### src/design/cache_pkg.sv
package cache_pkg;

    // address and data widths
    localparam int ADDR_WIDTH = 32;
    localparam int WORD_WIDTH = 32;
    localparam int BLOCK_WIDTH = 64;
    localparam int BLOCK_BYTES = BLOCK_WIDTH / 8;

    // cache geometry
    localparam int N_SETS = 64;
    localparam int N_WAYS = 2;
    localparam int N_OFFSET_BITS = 3;
    localparam int N_INDEX_BITS = 6;
    localparam int N_TAG_BITS = ADDR_WIDTH - N_INDEX_BITS - N_OFFSET_BITS;
    localparam int BLOCK_ADDR_WIDTH = ADDR_WIDTH - N_OFFSET_BITS;   // tag and index

    // one row per set, way 1 in the upper half of each row
    localparam int TAG_ENTRY_WIDTH = N_WAYS * (N_TAG_BITS + 1);    // valid + tag per way
    localparam int DATA_ROW_WIDTH = N_WAYS * BLOCK_WIDTH;

    // replacement lfsr, x^8 + x^6 + x^5 + x^4 + 1
    localparam logic [7:0] LFSR_SEED = 8'h01;
    localparam logic [7:0] LFSR_TAPS = 8'hB8;

    typedef enum logic {
        READ,
        WRITE
    } req_type_t;

    typedef enum logic [1:0] {
        BYTE,
        HALFWORD,
        WORD
    } req_width_t;

    typedef enum logic [1:0] {
        LOOKUP,         // compare tags of the row read last cycle
        REFILL,         // fetch the missing block
        WRITE_THROUGH,  // send the merged block to memory
        RESPOND         // reread after refill, or answer a store
    } cache_state_t;

endpackage

### src/design/wb_block_master.sv
module wb_block_master (
    input  logic                                     clk,
    input  logic                                     rst_aL,
    // block side
    input  logic                                     blk_req_valid,
    input  cache_pkg::req_type_t                     blk_req_type,
    input  logic [cache_pkg::BLOCK_ADDR_WIDTH-1:0]   blk_req_addr,
    input  logic [cache_pkg::BLOCK_WIDTH-1:0]        blk_req_data,
    output logic                                     blk_req_ready,
    output logic                                     blk_resp_valid,
    output logic [cache_pkg::BLOCK_WIDTH-1:0]        blk_resp_data,
    // wishbone classic
    output logic                                     wb_cyc,
    output logic                                     wb_stb,
    output logic                                     wb_we,
    output logic [cache_pkg::ADDR_WIDTH-1:0]         wb_adr,
    output logic [cache_pkg::WORD_WIDTH-1:0]         wb_dat_o,
    output logic [cache_pkg::WORD_WIDTH/8-1:0]       wb_sel,
    input  logic [cache_pkg::WORD_WIDTH-1:0]         wb_dat_i,
    input  logic                                     wb_ack
);

    typedef enum logic [1:0] {
        M_IDLE,
        M_BEAT,   // strobe up, waiting for ack
        M_GAP     // bus idle for one cycle between the beats
    } mstate_t;

    mstate_t mstate;
    logic beat;   // 0 = low word at the base address
    cache_pkg::req_type_t op;
    logic [cache_pkg::BLOCK_ADDR_WIDTH-1:0] blk_addr;
    logic [cache_pkg::BLOCK_WIDTH-1:0] wr_block;

    assign blk_req_ready = (mstate == M_IDLE);
    assign wb_we = (op == cache_pkg::WRITE);
    assign wb_adr = {blk_addr, beat, 2'b00};
    assign wb_dat_o = beat ? wr_block[cache_pkg::BLOCK_WIDTH-1 -: cache_pkg::WORD_WIDTH]
                           : wr_block[cache_pkg::WORD_WIDTH-1:0];
    assign wb_sel = '1;

    always_ff @(posedge clk) begin
        if (!rst_aL) begin
            mstate <= M_IDLE;
            beat <= 1'b0;
            wb_cyc <= 1'b0;
            wb_stb <= 1'b0;
            blk_resp_valid <= 1'b0;
        end else begin
            blk_resp_valid <= 1'b0;   // one cycle pulse
            case (mstate)
                M_IDLE: begin
                    if (blk_req_valid) begin
                        beat <= 1'b0;
                        wb_cyc <= 1'b1;
                        wb_stb <= 1'b1;
                        mstate <= M_BEAT;
                    end
                end
                M_BEAT: begin
                    if (wb_ack) begin
                        wb_cyc <= 1'b0;
                        wb_stb <= 1'b0;
                        if (beat) begin
                            blk_resp_valid <= 1'b1;
                            mstate <= M_IDLE;
                        end else begin
                            beat <= 1'b1;
                            mstate <= M_GAP;
                        end
                    end
                end
                M_GAP: begin
                    wb_cyc <= 1'b1;
                    wb_stb <= 1'b1;
                    mstate <= M_BEAT;
                end
                default: mstate <= M_IDLE;
            endcase
        end
    end

    always_ff @(posedge clk) begin
        if (blk_req_valid && blk_req_ready) begin
            op <= blk_req_type;
            blk_addr <= blk_req_addr;
            wr_block <= blk_req_data;
        end
        if (wb_stb && wb_ack && !wb_we) begin   // collect read beats
            if (beat) blk_resp_data[cache_pkg::BLOCK_WIDTH-1 -: cache_pkg::WORD_WIDTH] <= wb_dat_i;
            else blk_resp_data[cache_pkg::WORD_WIDTH-1:0] <= wb_dat_i;
        end
    end

    a_stb_in_cyc: assert property (@(posedge clk) disable iff (!rst_aL)
        wb_stb |-> wb_cyc);

    // classic cycle, master holds the beat until the slave acks
    a_hold_until_ack: assert property (@(posedge clk) disable iff (!rst_aL)
        wb_stb && !wb_ack |=> wb_stb && $stable(wb_adr) && $stable(wb_dat_o) && $stable(wb_we));

endmodule

### config.mk
export PLATFORM = sky130hd
export DESIGN_NAME = wb_block_master
export DESIGN_NICKNAME = d
export VERILOG_FILES = /design/src/design/cache_pkg.sv /design/src/design/wb_block_master.sv
export SDC_FILE = /design/constraint.sdc
export NUM_CORES = 1
export LEC_CHECK = 0
export BUFFER_PORTS_ARGS = -buffer_cell sky130_fd_sc_hd__buf_2
export CAP_MARGIN = 30
export CORE_MARGIN = 4
export CORE_UTILIZATION = 30
export CTS_CLUSTER_DIAMETER = 50
export DETAILED_ROUTE_END_ITERATION = 10
export PLACE_DENSITY_LB_ADDON = 0.2
export SLEW_MARGIN = 25
export SYNTH_ARGS = -nofsm -noshare
export SYNTH_HDL_FRONTEND = slang
export SYNTH_SLANG_ARGS = --single-unit
### constraint.sdc
create_clock -name clk -period 17.8 [get_ports clk]
set_input_delay 0 -clock clk [delete_from_list [all_inputs] [get_ports clk]]
set_output_delay 0 -clock clk [all_outputs]
set_load 0.01 [all_outputs]
==> reports/results.txt <==
status - completed
VDD IR max - 0.0000604 V
Int Power - 0.749 mW
via count - 3569
dominant cells by area after synthesis - edfxtp_1 (87%), mux2_1 (5.4%), dfxtp_1 (1.8%)
fin util - 51.2%
synthesized area - 5440 µm²
drt total wl - 13800 µm
vias per cell - 4.09
die width - 143 µm
Yosys reg bits - 163
count leader, synth - edfxtp_1
initial antenna violation count - 0
pre-CTS WS - 15.69 ns
wl on met1 - 5100 µm
Fillers - 1483
core area - 17500 µm²
total die area - 20300 µm²
DIE HEIGHT - 143 µm
gr usage total - 13.2%
WP data required - 17.86 ns
top layer in use - met4
multiplexer share of the synthesized area - 6.63%
fraction of layout cells with a size suffix above 1 - 47.5%
grt ovf - 0
# setup viols final - 0
DRC Markers - 0
multi-input logic area - 514 µm²
top_reg_cell synth - edfxtp_1
TritonCTS buffer count - 17
power share of the combinational group - 8.2%
largest fanout on the critical path - 37
Hold Crit Class - in2reg
Post-synth EDFFs - 158
post-route cell area - 8970 µm²
htree depth - 4
Switch Pwr - 0.182 mW
GP Congestion - 0.686
antenna-violating nets left - 0
Starting Density - 31.0%
postcts setup bufs - 0
Synth top area share - 87.3%
sequential share of power - 48.1%
Worst-path clk slew - 0.06 ns
IO buf count - 260
Post-Synth XOR/XNOR Area - 0%
Worst Max-Slew Pin Slew - 0.922 ns
adder-cell share of the synthesized area - 0%
Yosys cell types - 23
Synth Area in Compound Gates - 0.966%
top post-synthesis cells by count - edfxtp_1 (158), mux2_1 (26), buf_4 (9)
CTS sink cnt - 163
Detailed Routing Iterations Pass 1 - 4
Clock power frac - 43.7%
CP Class - reg2reg
RSZ-0062 raised after global routing - no
Critical Path End Type - flip-flop
crit path DAT - 2.08 ns
switch share - 19.6%
Hold Violations, Final - 0
setup tns final - 0 ns
DR iter-0 viols - 149
Synth area leader - edfxtp_1
sequential area share after synthesis - 89.1%
Syn Inst Count - 227
met3 routed WL - 767 µm
DR WL met2 - 7590 µm
largest family of logic cells by synthesized area - multiplexers
CTS tree - built
clock root buffer - clkbuf_16
final setup margin - 15.78 ns
Final Cycle Share - 11.4%
Yosys warnings - 0
Async SR Flop Fraction - 0%
post_cts resized - 0
syn_area_per_cell - 24.0 µm²
vias in the first global route - 4004
Non-Filler Instances - 872
Clock Latency Late Sink - 0.41 ns
# Max-Cap Violations - 0
Cell Rows - 48
Final Max Slew Viols - 0
first-pass GRT wire length - 20500 µm
Post-DP HPWL - 9370 µm
Area Overhead vs Synth - 65.0%
Routed WL per cell - 15.8 µm
largest net degree at the start of global routing - 80
Synth Area in Simple Gates - 1.17%
CP startpoint kind - flip-flop
Final #Nets - 763
I/O pin count - 267
sequential cell area - 4850 µm²
Worst Clk Skew - 0.00797 ns
Leakage Power - 3.64 nW
relative slew slack - 38.5%
Post-DP Area - 6980 µm²
CTS Buffer Depth - 2
dpl cells - 708
pwr dens - 104 nW/µm²
maximum operating frequency - 495 MHz
fin crit period - 2.02 ns
power by group through the flow:
stage	clock, mW	sequential [mW]	combinational (mW)
finish	0.407	0.447	0.0767
global route	0.434	0.449	0.0831
CTS	0.416	0.448	0.0762
detailed placement	0	0.456	0.0531
global placement	0	0.455	0.0522
floorplan	0	0.461	0.0194
timing repair:
item | in CTS | in global routing
endpoints found under the hold margin | 163 | 0
hold buffers | 130 | 0
endpoints found under the setup margin | 0 | 0
per-layer routing:
metal / up-vias / GRT usage, %
li1: 1700 / -
met1: 1716 / 14.1
met2: 128 / 24.0
met3: 25 / 3.72
met4: 0 / 6.45
met5: - / 0
final timing paths:
| check | slack, ns | depth (start not counted) | endpoint | start |
|---|---|---|---|---|
| hold reg to reg | 0.64 | 1 | wb_stb | mstate[1] |
| hold / removal | 0.29 | 2 | wr_block[24] | blk_req_data[24] |
| setup reg to reg | 15.78 | 3 | blk_resp_data[38] | beat |
| setup / recovery | 15.78 | 3 | blk_resp_data[38] | beat |
layout by cell type, fill, tap and decap left out, types with 2 or more instances in the layout:
master / Yosys / final
mux2_1: 26 / 26
and4_1: 2 / 2
clkbuf_16: 0 / 17
clkinv_2: 0 / 2
inv_6: 0 / 3
buf_2: 0 / 260
bufinv_16: 0 / 6
mux2_2: 6 / 6
dfxtp_1: 5 / 4
conb_1: 2 / 6
nor3_2: 0 / 2
buf_4: 9 / 4
clkbuf_1: 0 / 2
dlygate4sd3_1: 0 / 130
edfxtp_1: 158 / 158
worst max-delay path, stage by stage (launching register included):
cell and delay, ns:
dfxtp_2 0.92, inv_2 0.12, nor3_2 0.20, buf_4 0.40
sequential cells by signal, indices dropped and copies added, names as in the netlist:
signal and cells:
blk_resp_data 64, blk_resp_valid 1, blk_addr 29, wb_we 1, mstate 2, beat 1
wb_stb 1, wr_block 64
through the flow:
stage / hold slack [ns] / power, mW
final: 0.286 / 0.931
after detailed placement: 0.178 / 0.509
after global routing: 0.278 / 0.966
after CTS: 0.260 / 0.940
after floorplan: 0.0989 / 0.480
after global placement: 0.176 / 0.507
cells by family after synthesis:
logic type             after synthesis
flip-flops                         163
multiplexers                        32
buffers and inverters               14
AND/OR/NAND/NOR                     10
AO/OA/AOI/OAI                        6
other                                2
cell type report:
cell class              instances  area share [%]
multi-input cells              54            5.73
clock buffers                  19            4.82
flip-flops and latches        163            54.0
diodes                          1          0.0279
inverters                       2          0.0837
repair buffers                395            29.6
clock inverters                13            2.55
well taps                     225            3.14
No activity file was read; power rests on OpenSTA's default activity.
