==> src/design/cache_pkg.sv <==
package cache_pkg;

    // address and data widths
    localparam int ADDR_WIDTH = 32;
    localparam int WORD_WIDTH = 32;
    localparam int BLOCK_WIDTH = 64;
    localparam int BLOCK_BYTES = BLOCK_WIDTH / 8;

    // cache geometry
    localparam int N_SETS = 64;
    localparam int N_WAYS = 2;
    localparam int N_OFFSET_BITS = 3;
    localparam int N_INDEX_BITS = 6;
    localparam int N_TAG_BITS = ADDR_WIDTH - N_INDEX_BITS - N_OFFSET_BITS;
    localparam int BLOCK_ADDR_WIDTH = ADDR_WIDTH - N_OFFSET_BITS;   // tag and index

    // one row per set, way 1 in the upper half of each row
    localparam int TAG_ENTRY_WIDTH = N_WAYS * (N_TAG_BITS + 1);    // valid + tag per way
    localparam int DATA_ROW_WIDTH = N_WAYS * BLOCK_WIDTH;

    // replacement lfsr, x^8 + x^6 + x^5 + x^4 + 1
    localparam logic [7:0] LFSR_SEED = 8'h01;
    localparam logic [7:0] LFSR_TAPS = 8'hB8;

    typedef enum logic {
        READ,
        WRITE
    } req_type_t;

    typedef enum logic [1:0] {
        BYTE,
        HALFWORD,
        WORD
    } req_width_t;

    typedef enum logic [1:0] {
        LOOKUP,         // compare tags of the row read last cycle
        REFILL,         // fetch the missing block
        WRITE_THROUGH,  // send the merged block to memory
        RESPOND         // reread after refill, or answer a store
    } cache_state_t;

endpackage

==> src/design/lfsr_8bit.sv <==
module lfsr_8bit (
    input  logic clk,
    input  logic rst_aL,
    input  logic step,
    output logic out_bit
);

    logic [7:0] state;

    always_ff @(posedge clk) begin
        if (!rst_aL) begin
            state <= cache_pkg::LFSR_SEED;
        end else if (step) begin
            // galois form, shift right and fold the taps back in
            state <= {1'b0, state[7:1]} ^ (state[0] ? cache_pkg::LFSR_TAPS : 8'h00);
        end
    end

    assign out_bit = state[0];

    // the all-zero state would lock the generator up
    a_state_nonzero: assert property (@(posedge clk) disable iff (!rst_aL)
        state != 8'h00);

endmodule

==> config.mk <==
export PLATFORM = sky130hd
export DESIGN_NAME = lfsr_8bit
export DESIGN_NICKNAME = d
export VERILOG_FILES = /design/src/design/cache_pkg.sv /design/src/design/lfsr_8bit.sv
export SDC_FILE = /design/constraint.sdc
export NUM_CORES = 1
export LEC_CHECK = 0
export BUFFER_PORTS_ARGS = -buffer_cell sky130_fd_sc_hd__buf_2
export CAP_MARGIN = 20
export CORE_AREA = 5 5 42 44
export CTS_CLUSTER_DIAMETER = 40
export DETAILED_ROUTE_END_ITERATION = 8
export DIE_AREA = 0 0 47 49
export GPL_ROUTABILITY_DRIVEN = 0
export GPL_TIMING_DRIVEN = 0
export PLACE_DENSITY = 0.4
export SLEW_MARGIN = 0
export SYNTH_ARGS = -nofsm -noshare
export SYNTH_HDL_FRONTEND = slang
export SYNTH_SLANG_ARGS = --single-unit
export TNS_END_PERCENT = 5
==> constraint.sdc <==
create_clock -name clk -period 1.1 [get_ports clk]
set_input_delay 0.22 -clock clk [delete_from_list [all_inputs] [get_ports clk]]
set_output_delay 0.22 -clock clk [all_outputs]
set_load 0.02 [all_outputs]
==> run metrics, run 1 <==
number of synthesis warnings 0; synthesized area 312 µm²; endpoint required time on the critical path 880 ps; area used by multi-input combinational logic 135 µm²; via count 195; highest net fanout along the worst path 2; Max Slew Vio Count 0; kind of end point of the critical path output port; Port Buffer Count 3; violation count after the first detailed-route iteration 2; average vias per placed instance 3.82; Peak VDD IR 570 µV; capturing point of the worst reg2reg path state[5]; setup slack of the most critical reg-to-reg path 300 ps; Post-Syn Instances 29; category of the most critical setup path flop to output port; overflow left after global routing 0; power per cell area 1650 nW/µm²; Row Count 14; Clock Skew 0.654 ps; core area 1400 µm²; CTS Root Buffer Type clkbuf_4; maximum cell stage delay along the critical path 310 ps; Final nets 40; number of antenna violations at the first check in global routing 0; relative slew slack 91.2%; Post-route DRC 0; Filler Cell Count 167; CTS tree built; die footprint 2300 µm²; sequential-to-total area share from yosys stat 51.4%; Total Wirelength 474 µm; number of clock sinks 8; count of boundary I/O pins 4; height of the die 49 µm; Worst Hold Margin 200 ps; Post-Synthesis Net Count 32; final worst-path cycle share 85.1%; number of buffers inserted by hold repair at cts 0; P&R area growth vs syn 18.5%; CP Launch Point state[0]; largest net degree at the start of global routing 11; max frequency 1.07 GHz; final antenna diode count 0; worst-skew pair later-pin latency 250 ps; largest registers state x8; origin of the critical flop-to-flop path state[0]; WP depth 1; status finished, final reports clean; Worst Reg2Reg Path Length in Cells 3; total placed instance area 347 µm²; fraction of final layout cells sized beyond drive strength 1 22.9%; floorplan die width 47 µm; clock-pin slew on the worst setup and hold paths 50 ps; chain of cells forming the critical path buf_2; Global Route Usage Sum 5.16%; first-pass GRT wire length 793 µm; number of buffers created by CTS 3; starting density of the core 22.2%; arrival time reported for the critical path endpoint 720 ps; flip-flop count of the largest register, all copies and words added 8; leakage power of the design 0.152 nW; Biggest register state; synth unique cells 9; cell type of the slowest stage on the worst timing path dfxtp_1; number of gates given a new drive strength after cts 0; Worst Path Buf+Inv 1; Final TNS setup 0 ps; vias in the first global route 176; mean instance size in the synthesized netlist 10.7 µm²; clock period minus final worst setup slack 936 ps; post-layout instance area 369 µm²; # H-tree levels 1; number of synthesized register bits 8; transition at the pin with the smallest max-transition slack 129 ps; RSZ-0062 raised after global routing false; kind of start point of the critical path flop; first-pass detailed-route iteration total 2; number of buffers inserted to repair setup after CTS 0; worst min path class input pin to flop; area occupied by registers 160 µm²; final setup violation count 0; maximum clock path buffer count 2; end point of the critical path out_bit; Final ANT Viol Nets 0; Hold Vio Cnt, Final 0; number of max-cap violations 0; Top delay family on crit path flip-flops; mean routed wirelength per cell 9.29 µm
-- metrics by stage --
stage	util (%)	instances	power, mW	setup slack, ps
floorplan	-	29	0.379	186
global placement	24.7	48	0.396	280
detailed placement	24.7	48	0.397	263
CTS	26.3	51	0.617	155
global route	26.3	51	0.641	118
finish	26.3	51	0.609	164
-- kinds of logic after synthesis --
kind of cell              Yosys count  synth area share [%]
DFF                                 8                  51.4
AOI/OAI and AO/OA                   6                  9.64
muxes                               5                  16.1
and+or+nand+nor                     5                  9.23
xor gates and xnor gates            3                  8.44
buffers and inverters               2                  5.22
-- layout make-up --
class / count / share of cell area (%)
Sequential cell: 8 / 43.4
Multi-Input combinational cell: 19 / 36.6
Clock buffer: 3 / 6.10
Tap cell: 16 / 5.42
Buffer: 2 / 4.41
Timing Repair Buffer: 3 / 4.07
-- cells in the final DEF, fill, tap and decap left out --
cell,n
mux2i_1,5
nor2b_1,4
buf_2,4
buf_6,1
nand2_1,1
o21ai_0,3
a21oi_1,3
xnor2_1,3
dfxtp_1,8
clkbuf_4,3
-- synthesized netlist by cell type (all sizes together) --
master | instances | area share, %
a21oi | 3 | 4.8
o21ai | 3 | 4.8
nand2 | 1 | 1.2
nor2b | 4 | 8.0
dfxtp | 8 | 51
xnor2 | 3 | 8.4
buf | 2 | 5.2
mux2i | 5 | 16
-- layer usage --
| layer | vias to the layer above | share of wire, % | global-route usage [%] | routed length, µm |
|---|---|---|---|---|
| li1 | 110 | - | - | - |
| met3 | 2 | 7.2 | 2.58 | 34 |
| met5 | - | 0 | 0 | 0 |
| met1 | 80 | 51 | 7.11 | 243 |
| met4 | 0 | 1.1 | 5.53 | 5 |
| met2 | 3 | 40 | 4.98 | 191 |
-- report_power, final --
| part | leakage (nW) | total [mW] | switching [mW] | internal [mW] |
|---|---|---|---|---|
| Sequential | 0.0661 | 0.320 | 0.00997 | 0.310 |
| Clock | 0.0138 | 0.218 | 0.0939 | 0.124 |
| Combinational | 0.0724 | 0.0699 | 0.0333 | 0.0366 |
-- worst min-delay path by stage --
stage / start / endpoint / slack (ps) / cells past startpoint
after floorplan: rst_aL / state[0] / 280 / 1
after global placement: rst_aL / state[0] / 450 / 2
after detailed placement: rst_aL / state[0] / 450 / 2
after CTS: rst_aL / state[0] / 200 / 2
after global routing: rst_aL / state[0] / 220 / 2
final: rst_aL / state[0] / 200 / 2
No activity file was read; power rests on OpenSTA's default activity.
==> inputs of run 2 (changes only) <==
CTS_BUF_LIST = sky130_fd_sc_hd__clkbuf_8   (was unset)
==> run metrics, run 2 (synthesized netlist as in run 1, its figures left out) <==
status finished, final reports clean; largest net degree at the start of global routing 11; Biggest register state; die footprint 2300 µm²; Final TNS setup 0 ps; area occupied by registers 160 µm²; number of buffers inserted by hold repair at cts 0; cell type of the slowest stage on the worst timing path dfxtp_1; area used by multi-input combinational logic 135 µm²; fraction of final layout cells sized beyond drive strength 1 22.9%; Clock Skew 0.791 ps; CP Launch Point state[0]; kind of end point of the critical path output port; max frequency 1.10 GHz; # H-tree levels 1; floorplan die width 47 µm; Worst Path Buf+Inv 1; average vias per placed instance 3.90; flip-flop count of the largest register, all copies and words added 8; Final ANT Viol Nets 0; Global Route Usage Sum 6.01%; vias in the first global route 179; Total Wirelength 491 µm; transition at the pin with the smallest max-transition slack 128 ps; category of the most critical setup path flop to output port; Port Buffer Count 3; first-pass GRT wire length 855 µm; arrival time reported for the critical path endpoint 690 ps; RSZ-0062 raised after global routing false; endpoint required time on the critical path 880 ps; final antenna diode count 0; number of buffers created by CTS 3; Max Slew Vio Count 0; CTS tree built; chain of cells forming the critical path buf_2; worst-case setup margin in the final layout 189 ps; Peak VDD IR 717 µV; CTS Root Buffer Type clkbuf_8; worst-skew pair later-pin latency 220 ps; starting density of the core 22.2%; final worst-path cycle share 82.9%; Place WS 263 ps; number of buffers inserted to repair setup after CTS 0; number of clock sinks 8; Hold Vio Cnt, Final 0; violation count after the first detailed-route iteration 2; final setup violation count 0; commonest non-fill, non-tap cell in the layout dfxtp_1; kind of start point of the critical path flop; worst min path class input pin to flop; origin of the critical flop-to-flop path state[0]; commonest cells after routing, fill and taps aside dfxtp_1, mux2i_1, buf_2, nor2b_1; Final nets 40; Row Count 14; highest net fanout along the worst path 2; core area 1400 µm²; via count 199; leakage power of the design 0.160 nW; Post-route DRC 0; final core utilization 27.7%; overflow left after global routing 0; relative slew slack 91.2%; number of max-cap violations 0; maximum clock path buffer count 2; maximum cell stage delay along the critical path 310 ps; P&R area growth vs syn 24.5%; clock-pin slew on the worst setup and hold paths 40 ps; height of the die 49 µm; number of gates given a new drive strength after cts 0; number of antenna violations at the first check in global routing 0; Min-Delay Startpoint rst_aL; Filler Cell Count 169; mean routed wirelength per cell 9.63 µm; power per cell area 1890 nW/µm²; clock period minus final worst setup slack 911 ps; sum of internal, switching and leakage power 0.732 mW; Top delay family on crit path flip-flops; count of boundary I/O pins 4; first-pass detailed-route iteration total 2; largest registers state x8
==> run 2: cell counts in the layout (fill, tap and decap cells not counted) <==
No cell type changed its count.
==> run 2: worst paths after layout <==
path / end / slack, ps / depth (start not counted)
setup / recovery: out_bit / 190 / 1
hold / removal: state[0] / 220 / 2
setup reg to reg: state[5] / 300 / 3
hold reg to reg: state[0] / 470 / 2
==> run 2: area by class of cell <==
type	instances	area share (%)
tap	16	5.16
timing repair buffer	3	3.87
clock buffer	3	10.6
buffer	2	4.19
multi-input combinational	19	34.8
sequential	8	41.3
==> run 2: power breakdown <==
part / internal, mW / leakage (nW) / total, mW / switching, mW
clock: 0.236 / 0.0216 / 0.340 / 0.104
sequential: 0.312 / 0.0661 / 0.322 / 0.0100
combinational: 0.0366 / 0.0724 / 0.0701 / 0.0335
==> run 2: routing by layer <==
layer	up-vias	share of wire, %	GRT usage [%]
li1	108	-	-
met1	86	47	7.56
met2	3	43	5.20
met3	2	7.1	3.69
met4	0	2.6	8.29
met5	-	0	0
==> run 2: stage by stage <==
stage	std cells	cell area (µm²)	hold slack, ps
floorplan	29	312	282
global placement	48	347	448
detailed placement	48	347	453
CTS	51	388	219
global route	51	388	244
finish	51	388	225
