### config.mk
export PLATFORM = sky130hd
export DESIGN_NAME = cache_ctrl
export DESIGN_NICKNAME = d
export VERILOG_FILES = /design/src/design/cache_pkg.sv /design/src/design/cache_ctrl.sv
export SDC_FILE = /design/constraint.sdc
export NUM_CORES = 1
export LEC_CHECK = 0
export ABC_AREA = 1
export BUFFER_PORTS_ARGS = -buffer_cell sky130_fd_sc_hd__buf_2
export CORE_AREA = 2 2 252 254
export CTS_BUF_LIST = sky130_fd_sc_hd__clkbuf_2
export DETAILED_ROUTE_END_ITERATION = 8
export DIE_AREA = 0 0 254 256
export MAX_ROUTING_LAYER = met4
export PLACE_DENSITY_LB_ADDON = 0.25
export SLEW_MARGIN = 5
export SYNTH_ARGS = -nofsm -noshare
export SYNTH_HDL_FRONTEND = slang
export SYNTH_SLANG_ARGS = --single-unit
### constraint.sdc
create_clock -name clk -period 5.16 [get_ports clk]
set_input_delay 0.516 -clock clk [delete_from_list [all_inputs] [get_ports clk]]
set_output_delay 0.516 -clock clk [all_outputs]
set_load 0.05 [all_outputs]
### src/design/cache_pkg.sv
package cache_pkg;

    // address and data widths
    localparam int ADDR_WIDTH = 32;
    localparam int WORD_WIDTH = 32;
    localparam int BLOCK_WIDTH = 64;
    localparam int BLOCK_BYTES = BLOCK_WIDTH / 8;

    // cache geometry
    localparam int N_SETS = 64;
    localparam int N_WAYS = 2;
    localparam int N_OFFSET_BITS = 3;
    localparam int N_INDEX_BITS = 6;
    localparam int N_TAG_BITS = ADDR_WIDTH - N_INDEX_BITS - N_OFFSET_BITS;
    localparam int BLOCK_ADDR_WIDTH = ADDR_WIDTH - N_OFFSET_BITS;   // tag and index

    // one row per set, way 1 in the upper half of each row
    localparam int TAG_ENTRY_WIDTH = N_WAYS * (N_TAG_BITS + 1);    // valid + tag per way
    localparam int DATA_ROW_WIDTH = N_WAYS * BLOCK_WIDTH;

    // replacement lfsr, x^8 + x^6 + x^5 + x^4 + 1
    localparam logic [7:0] LFSR_SEED = 8'h01;
    localparam logic [7:0] LFSR_TAPS = 8'hB8;

    typedef enum logic {
        READ,
        WRITE
    } req_type_t;

    typedef enum logic [1:0] {
        BYTE,
        HALFWORD,
        WORD
    } req_width_t;

    typedef enum logic [1:0] {
        LOOKUP,         // compare tags of the row read last cycle
        REFILL,         // fetch the missing block
        WRITE_THROUGH,  // send the merged block to memory
        RESPOND         // reread after refill, or answer a store
    } cache_state_t;

endpackage

### src/design/cache_ctrl.sv
module cache_ctrl (
    input  logic                                     clk,
    input  logic                                     rst_aL,
    // pipeline
    input  logic                                     req_valid,
    input  cache_pkg::req_type_t                     req_type,
    input  cache_pkg::req_width_t                    req_width,
    input  logic [cache_pkg::ADDR_WIDTH-1:0]         req_addr,
    input  logic [cache_pkg::WORD_WIDTH-1:0]         req_wr_data,
    output logic                                     resp_valid,
    output logic [cache_pkg::WORD_WIDTH-1:0]         resp_rd_data,
    // tag array
    output logic                                     tag_ce,
    output logic                                     tag_we,
    output logic [cache_pkg::N_WAYS-1:0]             tag_wmask,
    output logic [cache_pkg::N_INDEX_BITS-1:0]       tag_addr,
    output logic [cache_pkg::TAG_ENTRY_WIDTH-1:0]    tag_din,
    input  logic [cache_pkg::TAG_ENTRY_WIDTH-1:0]    tag_dout,
    // data array
    output logic                                     data_ce,
    output logic                                     data_we,
    output logic [cache_pkg::DATA_ROW_WIDTH/8-1:0]   data_wmask,
    output logic [cache_pkg::N_INDEX_BITS-1:0]       data_addr,
    output logic [cache_pkg::DATA_ROW_WIDTH-1:0]     data_din,
    input  logic [cache_pkg::DATA_ROW_WIDTH-1:0]     data_dout,
    // replacement
    input  logic                                     random_way,
    output logic                                     lfsr_step,
    // block bus
    output logic                                     blk_req_valid,
    output cache_pkg::req_type_t                     blk_req_type,
    output logic [cache_pkg::BLOCK_ADDR_WIDTH-1:0]   blk_req_addr,
    output logic [cache_pkg::BLOCK_WIDTH-1:0]        blk_req_data,
    input  logic                                     blk_req_ready,
    input  logic                                     blk_resp_valid,
    input  logic [cache_pkg::BLOCK_WIDTH-1:0]        blk_resp_data
);

    cache_pkg::cache_state_t state;
    logic active;     // a request has been taken and is not answered yet
    logic blk_sent;   // block request accepted, waiting for its response
    logic wt_done;
    logic victim;

    // latched request
    cache_pkg::req_type_t                   lat_type;
    cache_pkg::req_width_t                  lat_width;
    logic [cache_pkg::N_TAG_BITS-1:0]       lat_tag;
    logic [cache_pkg::N_INDEX_BITS-1:0]     lat_index;
    logic [cache_pkg::N_OFFSET_BITS-1:0]    lat_offset;
    logic [cache_pkg::WORD_WIDTH-1:0]       lat_wr_data;
    logic [cache_pkg::BLOCK_WIDTH-1:0]      wt_block;

    logic accept, lookup, store_hit, refill_wr, reread;
    logic way0_valid, way1_valid, way0_hit, way1_hit, hit;
    logic [cache_pkg::BLOCK_WIDTH-1:0] hit_block, store_block, merged;
    logic [cache_pkg::BLOCK_BYTES-1:0] byte_mask;

    assign accept = req_valid & ~active;
    assign lookup = (state == cache_pkg::LOOKUP) & active;

    // each way entry is {valid, tag}
    assign way0_valid = tag_dout[cache_pkg::N_TAG_BITS];
    assign way1_valid = tag_dout[cache_pkg::TAG_ENTRY_WIDTH-1];
    assign way0_hit = way0_valid & (tag_dout[cache_pkg::N_TAG_BITS-1:0] == lat_tag);
    assign way1_hit = way1_valid
                    & (tag_dout[cache_pkg::TAG_ENTRY_WIDTH-2 -: cache_pkg::N_TAG_BITS] == lat_tag);
    assign hit = way0_hit | way1_hit;

    assign hit_block = way1_hit ? data_dout[cache_pkg::DATA_ROW_WIDTH-1 -: cache_pkg::BLOCK_WIDTH]
                                : data_dout[cache_pkg::BLOCK_WIDTH-1:0];
    assign resp_rd_data = lat_offset[2] ? hit_block[cache_pkg::BLOCK_WIDTH-1 -: cache_pkg::WORD_WIDTH]
                                        : hit_block[cache_pkg::WORD_WIDTH-1:0];

    assign store_hit = lookup & hit & (lat_type == cache_pkg::WRITE);
    assign refill_wr = (state == cache_pkg::REFILL) & blk_resp_valid;
    assign reread = (state == cache_pkg::RESPOND) & ~wt_done;   // row changed, read it again

    assign resp_valid = (lookup & hit & (lat_type == cache_pkg::READ))
                      | ((state == cache_pkg::RESPOND) & wt_done);

    // store data replicated across the block, the byte mask picks the lanes
    always_comb begin
        case (lat_width)
            cache_pkg::BYTE: begin
                store_block = {cache_pkg::BLOCK_BYTES{lat_wr_data[7:0]}};
                byte_mask = 8'b0000_0001 << lat_offset;
            end
            cache_pkg::HALFWORD: begin
                store_block = {(cache_pkg::BLOCK_BYTES / 2){lat_wr_data[15:0]}};
                byte_mask = 8'b0000_0011 << lat_offset;
            end
            default: begin
                store_block = {(cache_pkg::BLOCK_WIDTH / cache_pkg::WORD_WIDTH){lat_wr_data}};
                byte_mask = 8'b0000_1111 << lat_offset;
            end
        endcase
    end

    always_comb begin
        for (int b = 0; b < cache_pkg::BLOCK_BYTES; b++) begin
            merged[8*b +: 8] = byte_mask[b] ? store_block[8*b +: 8] : hit_block[8*b +: 8];
        end
    end

    // arrays: read on accept, write on refill or store hit
    assign tag_ce = accept | refill_wr | reread;
    assign tag_we = refill_wr;
    assign tag_wmask = {victim, ~victim};
    assign tag_addr = accept ? req_addr[cache_pkg::N_OFFSET_BITS +: cache_pkg::N_INDEX_BITS]
                             : lat_index;
    assign tag_din = {1'b1, lat_tag, 1'b1, lat_tag};

    assign data_ce = tag_ce | store_hit;
    assign data_we = refill_wr | store_hit;
    assign data_addr = tag_addr;
    assign data_din = refill_wr ? {cache_pkg::N_WAYS{blk_resp_data}}
                                : {cache_pkg::N_WAYS{store_block}};
    assign data_wmask = refill_wr ? {{cache_pkg::BLOCK_BYTES{victim}}, {cache_pkg::BLOCK_BYTES{~victim}}}
                      : way1_hit  ? {byte_mask, {cache_pkg::BLOCK_BYTES{1'b0}}}
                                  : {{cache_pkg::BLOCK_BYTES{1'b0}}, byte_mask};

    assign lfsr_step = lookup & ~hit & way0_valid & way1_valid;   // random pick used

    assign blk_req_valid = ((state == cache_pkg::REFILL) | (state == cache_pkg::WRITE_THROUGH))
                         & ~blk_sent;
    assign blk_req_type = (state == cache_pkg::WRITE_THROUGH) ? cache_pkg::WRITE : cache_pkg::READ;
    assign blk_req_addr = {lat_tag, lat_index};
    assign blk_req_data = wt_block;

    always_ff @(posedge clk) begin
        if (!rst_aL) begin
            state <= cache_pkg::LOOKUP;
            active <= 1'b0;
            blk_sent <= 1'b0;
            wt_done <= 1'b0;
            victim <= 1'b0;
        end else begin
            if (blk_req_valid && blk_req_ready) begin
                blk_sent <= 1'b1;
            end else if (blk_resp_valid) begin
                blk_sent <= 1'b0;
            end
            case (state)
                cache_pkg::LOOKUP: begin
                    if (accept) begin
                        active <= 1'b1;
                    end else if (active) begin
                        if (!hit) begin
                            // invalid way first, way 0 before way 1
                            victim <= !way0_valid ? 1'b0 : (!way1_valid ? 1'b1 : random_way);
                            state <= cache_pkg::REFILL;
                        end else if (lat_type == cache_pkg::WRITE) begin
                            state <= cache_pkg::WRITE_THROUGH;
                        end else begin
                            active <= 1'b0;   // read hit answered this cycle
                        end
                    end
                end
                cache_pkg::REFILL: begin
                    if (blk_resp_valid) state <= cache_pkg::RESPOND;
                end
                cache_pkg::WRITE_THROUGH: begin
                    if (blk_resp_valid) begin
                        wt_done <= 1'b1;
                        state <= cache_pkg::RESPOND;
                    end
                end
                default: begin   // RESPOND
                    if (wt_done) begin
                        active <= 1'b0;
                        wt_done <= 1'b0;
                    end
                    state <= cache_pkg::LOOKUP;
                end
            endcase
        end
    end

    always_ff @(posedge clk) begin
        if (accept) begin
            lat_type <= req_type;
            lat_width <= req_width;
            {lat_tag, lat_index, lat_offset} <= req_addr;
            lat_wr_data <= req_wr_data;
        end
        if (store_hit) wt_block <= merged;   // block image after the store
    end

    // a block lives in at most one way of its set
    a_one_way_hit: assert property (@(posedge clk) disable iff (!rst_aL)
        lookup |-> !(way0_hit && way1_hit));

endmodule

==> out/metrics.cfg, run 1 <==
[status]
run_status = completed

[clock_network]
clk_path_buf_depth = 2
cts_tree = done
htree_num_levels = 4
ctsRootBufferMaster = clkbuf_2
clk-insertion-delay-late_ns = 1.00
cts_bufs_inserted = 17
cts.sink_count = 137
worst_setup_hold_path_clk_slew_ns = 0.24

[sta]
finalHoldViolCount = 0
timing.final.setup_violations = 0
grt_setup_unrepaired = false
fin_crit_sh = 0.856
drv_slew = 0
timing.max_slew.rel_slack = 0.273
tns_setup_ns = 0
max_slew.worst_pin.slew_ns = 1.09
max_freq_mhz = 226
final_period_minus_worst_setup_slack_ns = 4.42
worst_clock_skew_ns = 0.0552

[global_routing]
grt_overflow_total = 0
grt_antenna_before_repair = 10
first_global_vias = 11200
grt_start_max_net_pins = 62
grt_use_total = 0.167
global_route_wire_length_before_repair_mm = 74.2

[final_layout]
layout.nets = 2307
num-fill-cells = 6946
area_growth_from_synthesis_to_layout_pct = 64.3
final_layout_size_suffix_gt1_frac = 0.364
multi_input_area_um2 = 3950
layout.area.seq_um2 = 3990

[power]
max-vdd-ir-drop_mv = 0.307
power.static_leakage_nw = 8.14
power_per_cell_area_nw_per_um2 = 418
fin_total_pwr_mw = 6.45

[flow_run]
cap_viol_max_count = 0

[synth]
netlist.area_leader.share = 0.399
ys_seq_area_frac = 0.424
synth.lib_cells_used.distinct = 29
edff_count_synth = 125
synthFlopType = edfxtp_1
ys.warnings.count = 0
synthesis.area_um2 = 9410
yosysTopAreaCell = edfxtp_1
synthesis.area_per_instance_um2 = 7.70
yosys.cell_count.top_type = nand2_1
share_of_flip_flops_with_an_asynchronous_set_or_reset_after_synthesis = 0
top_area_cells_in_the_synthesized_netlist = edfxtp_1 40%, nand2_1 19%, buf_4 10%, mux2i_1 8.5%, o21ai_0 5.1%
synth.cells.most_frequent = 480 x nand2_1, 125 x buf_4, 125 x edfxtp_1, 109 x inv_1, 95 x o21ai_0
synthesis.instances = 1222
synth_seq_cells = 137

[worst_hold_path]
min_path_type = in -> reg
hold_path_depth = 2

[routing]
final_antenna_net_count = 0
vias = 11000
detail_route.drc_violations = 0
drt-pass1-iter-count = 5
postRouteWirelength_mm = 54.1
via_per_inst = 3.87
initialDrtViolationCount = 490
wl_per_cell_um = 18.9

[floorplanning]
core_area_um2 = 62400
core.rowCount = 92
effective_utilization_at_floorplan = 0.151
die_width_um = 254
die_h_um = 256
die_area_um2 = 65000
ioPinCount = 652

[worst_setup_path]
worstPathArrival_ns = 3.90
timing.critical_path.fanout_max = 30
crit_path_end_kind = output pin
critical_path_class = reg -> out
timing.reg2reg.worst_path_depth = 11
startpoint_type = flop
required_time_of_the_worst_setup_path_ns = 4.64

[placement]
place_congestion = 0.890
io_buffers = 649
place.detailed.hpwl_mm = 43.4

## cell families after synthesis
logic type,after synthesis,synth area share
AOI/OAI and AO/OA,139,0.0770
xor gates and xnor gates,1,0.000931
adders and majority gates,5,0.00665
buffers and inverters,274,0.160
DFF,137,0.424
muxes,88,0.0971
other,1,0.000399
and+or+nand+nor,577,0.233
## worst paths after layout
check | startpoint | endpoint | slack (ns)
worst max-delay path | lat_tag[7]$_DFFE_PP_ | resp_rd_data[0] | 0.74
worst min-delay path | req_wr_data[5] | lat_wr_data[5]$_DFFE_PP_ | 0.24
worst max register to register | lat_tag[7]$_DFFE_PP_ | blk_req_data[17]$_DFFE_PP_ | 1.68
worst min register to register | active$_SDFFE_PN0P_ | active$_SDFFE_PN0P_ | 0.54
## sequential cells by signal (all words and copies together), names as in the netlist
| register | flops |
|---|---|
| active | 1 |
| blk_req_data | 64 |
| blk_sent | 1 |
| lat_index | 6 |
| lat_offset | 3 |
| lat_tag | 23 |
| lat_type | 1 |
| lat_width | 2 |
| lat_wr_data | 32 |
| state | 2 |
| victim | 1 |
| wt_done | 1 |
## layer usage
layer | share of wire | track usage | up-vias
li1 | - | - | 5359
met5 | 0 | - | -
met1 | 0.42 | 0.195 | 5110
met4 | 0.022 | 0.0539 | 0
met3 | 0.060 | 0.0295 | 43
met2 | 0.50 | 0.287 | 528
## critical path: stages, from the launching register on
cell and delay (ns):
edfxtp_1 0.65, inv_1 0.12, nand2_1 0.10, nand2_1 0.05, nor2_1 0.08, nand2_1 0.05
nor2_1 0.18, nand3_4 0.52, buf_12 0.41, mux2_2 0.26, nand2_1 0.04, o21ai_0 0.11
buf_2 0.31
## placed cells by master (no fill, tap or decap), types with 13 or more instances in the layout
cell type,instances
a21oi_1,17
buf_2,649
buf_4,14
clkbuf_2,18
dlygate4sd3_1,237
edfxtp_1,125
inv_1,106
mux2i_1,80
nand2_1,479
nor2_1,73
o21ai_0,95
o21ai_1,13
## cell type report
cell class              instances  area share
clock buffers                  18     0.00583
repair buffers                902       0.373
diodes                          7     0.00113
flip-flops and latches        137       0.258
inverters                     119      0.0291
multi-input cells             812       0.255
clock inverters                14     0.00882
well taps                     846      0.0685
## metrics by stage
| stage | instance area (um2) | std cells | hold slack [ns] | util | setup slack [ns] |
|---|---|---|---|---|---|
| 5_1_grt | 15500 | 2853 | 0.0578 | 0.248 | 0.339 |
| 3_3_place_gp | 12800 | 2579 | 0.455 | 0.206 | 1.46 |
| 6_report | 15500 | 2855 | 0.236 | 0.248 | 0.742 |
| 4_1_cts | 15400 | 2848 | 0.00604 | 0.247 | 0.180 |
| 3_5_place_dp | 12800 | 2579 | 0.461 | 0.206 | 1.48 |
| 2_1_floorplan | 9410 | 1223 | 0.442 | - | 1.83 |
## power breakdown
part	switching [mW]	total [mW]	internal, mW
logic	3.33	4.25	0.919
clock network	0.530	0.720	0.190
registers	0.116	1.49	1.37
total	3.97	6.45	2.48
## timing repair
item                                    CTS  global route
endpoints found under the setup margin    0             4
hold buffers                            237             0
setup buffers                             0             0
endpoints found under the hold margin   137             0
resized for setup                         0             1
No activity file was read; power rests on OpenSTA's default activity.
==> run 2: changes to the inputs <==
--- a/config.mk
+++ b/config.mk
@@ -13,6 +13,7 @@
 export DIE_AREA = 0 0 254 256
 export MAX_ROUTING_LAYER = met4
 export PLACE_DENSITY_LB_ADDON = 0.25
+export SKIP_CTS_REPAIR_TIMING = 1
 export SLEW_MARGIN = 5
 export SYNTH_ARGS = -nofsm -noshare
 export SYNTH_HDL_FRONTEND = slang
==> constraint.sdc (replaced) <==
create_clock -name clk -period 5.16 [get_ports clk]
set_input_delay 1.032 -clock clk [delete_from_list [all_inputs] [get_ports clk]]
set_output_delay 1.032 -clock clk [all_outputs]
set_load 0.05 [all_outputs]
==> run 2 against run 1 <==
Design area is 14% lower. First-iteration DRC count increased by 29%. Highest routed layer unchanged. Worst hold slack lost 0.070 ns.
==> out/metrics.cfg, run 2 (same netlist as run 1, synthesis figures left out) <==
[status]
run_status = completed

[floorplanning]
core_area_um2 = 62400
core.rowCount = 92
die_area_um2 = 65000
die_width_um = 254
die_h_um = 256
ioPinCount = 652
effective_utilization_at_floorplan = 0.151

[clock_network]
clk_path_buf_depth = 2
clk-insertion-delay-late_ns = 1.03
cts_tree = done
cts.sink_count = 137
worst_setup_hold_path_clk_slew_ns = 0.28
htree_num_levels = 4
cts_bufs_inserted = 17
ctsRootBufferMaster = clkbuf_2

[sta]
timing.max_slew.rel_slack = 0.260
timing.final.setup_violations = 0
worst_clock_skew_ns = 0.0647
finalHoldViolCount = 0
grt_setup_unrepaired = false
drv_slew = 0
fin_crit_sh = 0.932
final_period_minus_worst_setup_slack_ns = 4.81
max_freq_mhz = 208
max_slew.worst_pin.slew_ns = 1.10
finalHoldWorstSlack_ns = 0.166

[global_routing]
grt_use_total = 0.161
global_route_wire_length_before_repair_mm = 70.7
grt_antenna_before_repair = 23
grt_start_max_net_pins = 44
grt_overflow_total = 0
first_global_vias = 10300

[routing]
vias = 10200
final_antenna_net_count = 0
via_per_inst = 3.85
wl_per_cell_um = 20.2
initialDrtViolationCount = 633
drt-pass1-iter-count = 5
detail_route.drc_violations = 0
postRouteWirelength_mm = 53.4

[final_layout]
commonest_cells_after_routing_fill_and_taps_aside = 649 x buf_2, 479 x nand2_1, 125 x edfxtp_1
area_growth_from_synthesis_to_layout_pct = 40.9
multi_input_area_um2 = 3980
largest_register_ffs = 64
final_layout_size_suffix_gt1_frac = 0.417
num-fill-cells = 7108
mostFrequentLayoutCell = buf_2
layout.nets = 2082
layout.area.seq_um2 = 3990

[worst_setup_path]
critical_path_class = reg -> out
crit_path_end_kind = output pin
timing.critical_path.fanout_max = 27
worstPathArrival_ns = 3.77
required_time_of_the_worst_setup_path_ns = 4.13
startpoint_type = flop

[power]
comb_power_share = 0.651
fin_total_pwr_mw = 6.26
relative_contribution_of_the_clock_network_to_total_power = 0.113
seq_power_share = 0.237
intPower_mw = 2.29
net-switching-power_mw = 3.97
switching_share = 0.634
power_per_cell_area_nw_per_um2 = 472
max-vdd-ir-drop_mv = 0.383
power.static_leakage_nw = 7.19

[worst_hold_path]
min_path_type = in -> reg

[placement]
place.detailed.hpwl_mm = 43.7
place_congestion = 0.929
io_buffers = 649

[flow_run]
cap_viol_max_count = 0

==> run 2: cell count changes in the layout (fill, tap and decap cells not counted), sizes merged <==
| cell | delta |
|---|---|
| bufinv | -1 |
| clkbuf | -1 |
| clkinv | -2 |
| inv | +2 |
| dlygate4sd3 | -237 |
| nand3 | +1 |
| diode | +17 |
| clkinvlp | +2 |
| buf | +11 |
==> run 2: power groups by stage <==
| stage | registers [mW] | logic, mW | clock network, mW |
|---|---|---|---|
| 6_report | 1.48 | 4.07 | 0.705 |
| 5_1_grt | 1.50 | 4.33 | 0.789 |
| 4_1_cts | 1.48 | 4.12 | 0.760 |
| 3_5_place_dp | 1.51 | 4.11 | 0 |
| 3_3_place_gp | 1.51 | 4.12 | 0 |
| 2_1_floorplan | 1.61 | 3.10 | 0 |
==> run 2: path summary, 6_finish.rpt <==
path	from	to	slack [ns]	depth (start not counted)
max reg2reg	lat_tag[7]$_DFFE_PP_	blk_req_data[46]$_DFFE_PP_	1.82	13
min	req_wr_data[7]	lat_wr_data[7]$_DFFE_PP_	0.17	1
max	lat_tag[7]$_DFFE_PP_	resp_rd_data[0]	0.35	12
min reg2reg	blk_sent$_SDFFE_PN0P_	blk_sent$_SDFFE_PN0P_	0.48	2
==> run 2: stage by stage <==
| stage | setup TNS, ns | area, um2 | setup slack, ns | instances | utilization |
|---|---|---|---|---|---|
| detailed placement | 0 | 12900 | 0.625 | 2585 | 0.207 |
| CTS | -0.0910 | 13100 | -0.0634 | 2617 | 0.210 |
| global placement | 0 | 12900 | 0.704 | 2585 | 0.207 |
| global route | 0 | 13200 | 0.0196 | 2643 | 0.212 |
| floorplan | 0 | 9410 | 0.802 | 1223 | - |
| finish | 0 | 13300 | 0.353 | 2647 | 0.212 |
==> run 2: metal layers <==
metal / up-vias / share of wire / global-route usage
li1: 4936 / - / -
met2: 493 / 0.50 / 0.279
met1: 4724 / 0.41 / 0.175
met5: - / 0 / -
met3: 50 / 0.079 / 0.0490
met4: 0 / 0.018 / 0.0516
==> run 2: worst max-delay path, stage by stage, from the launching register on <==
cell and delay (ns):
edfxtp_1 0.63, inv_1 0.11, nand2_1 0.09, nand2_1 0.06, nor2_1 0.09, nand2_1 0.08
nor2_2 0.40, nand3_4 0.13, buf_12 0.19, buf_12 0.18, mux2i_1 0.40, o21ai_0 0.16
buf_2 0.26
==> run 2: layout make-up <==
cell class              instances  area share
repair buffers                676       0.264
clock inverters                15     0.00991
clock buffers                  17     0.00642
multi-input cells             813       0.300
flip-flops and latches        137       0.301
diodes                         24     0.00453
well taps                     846      0.0799
inverters                     119      0.0339
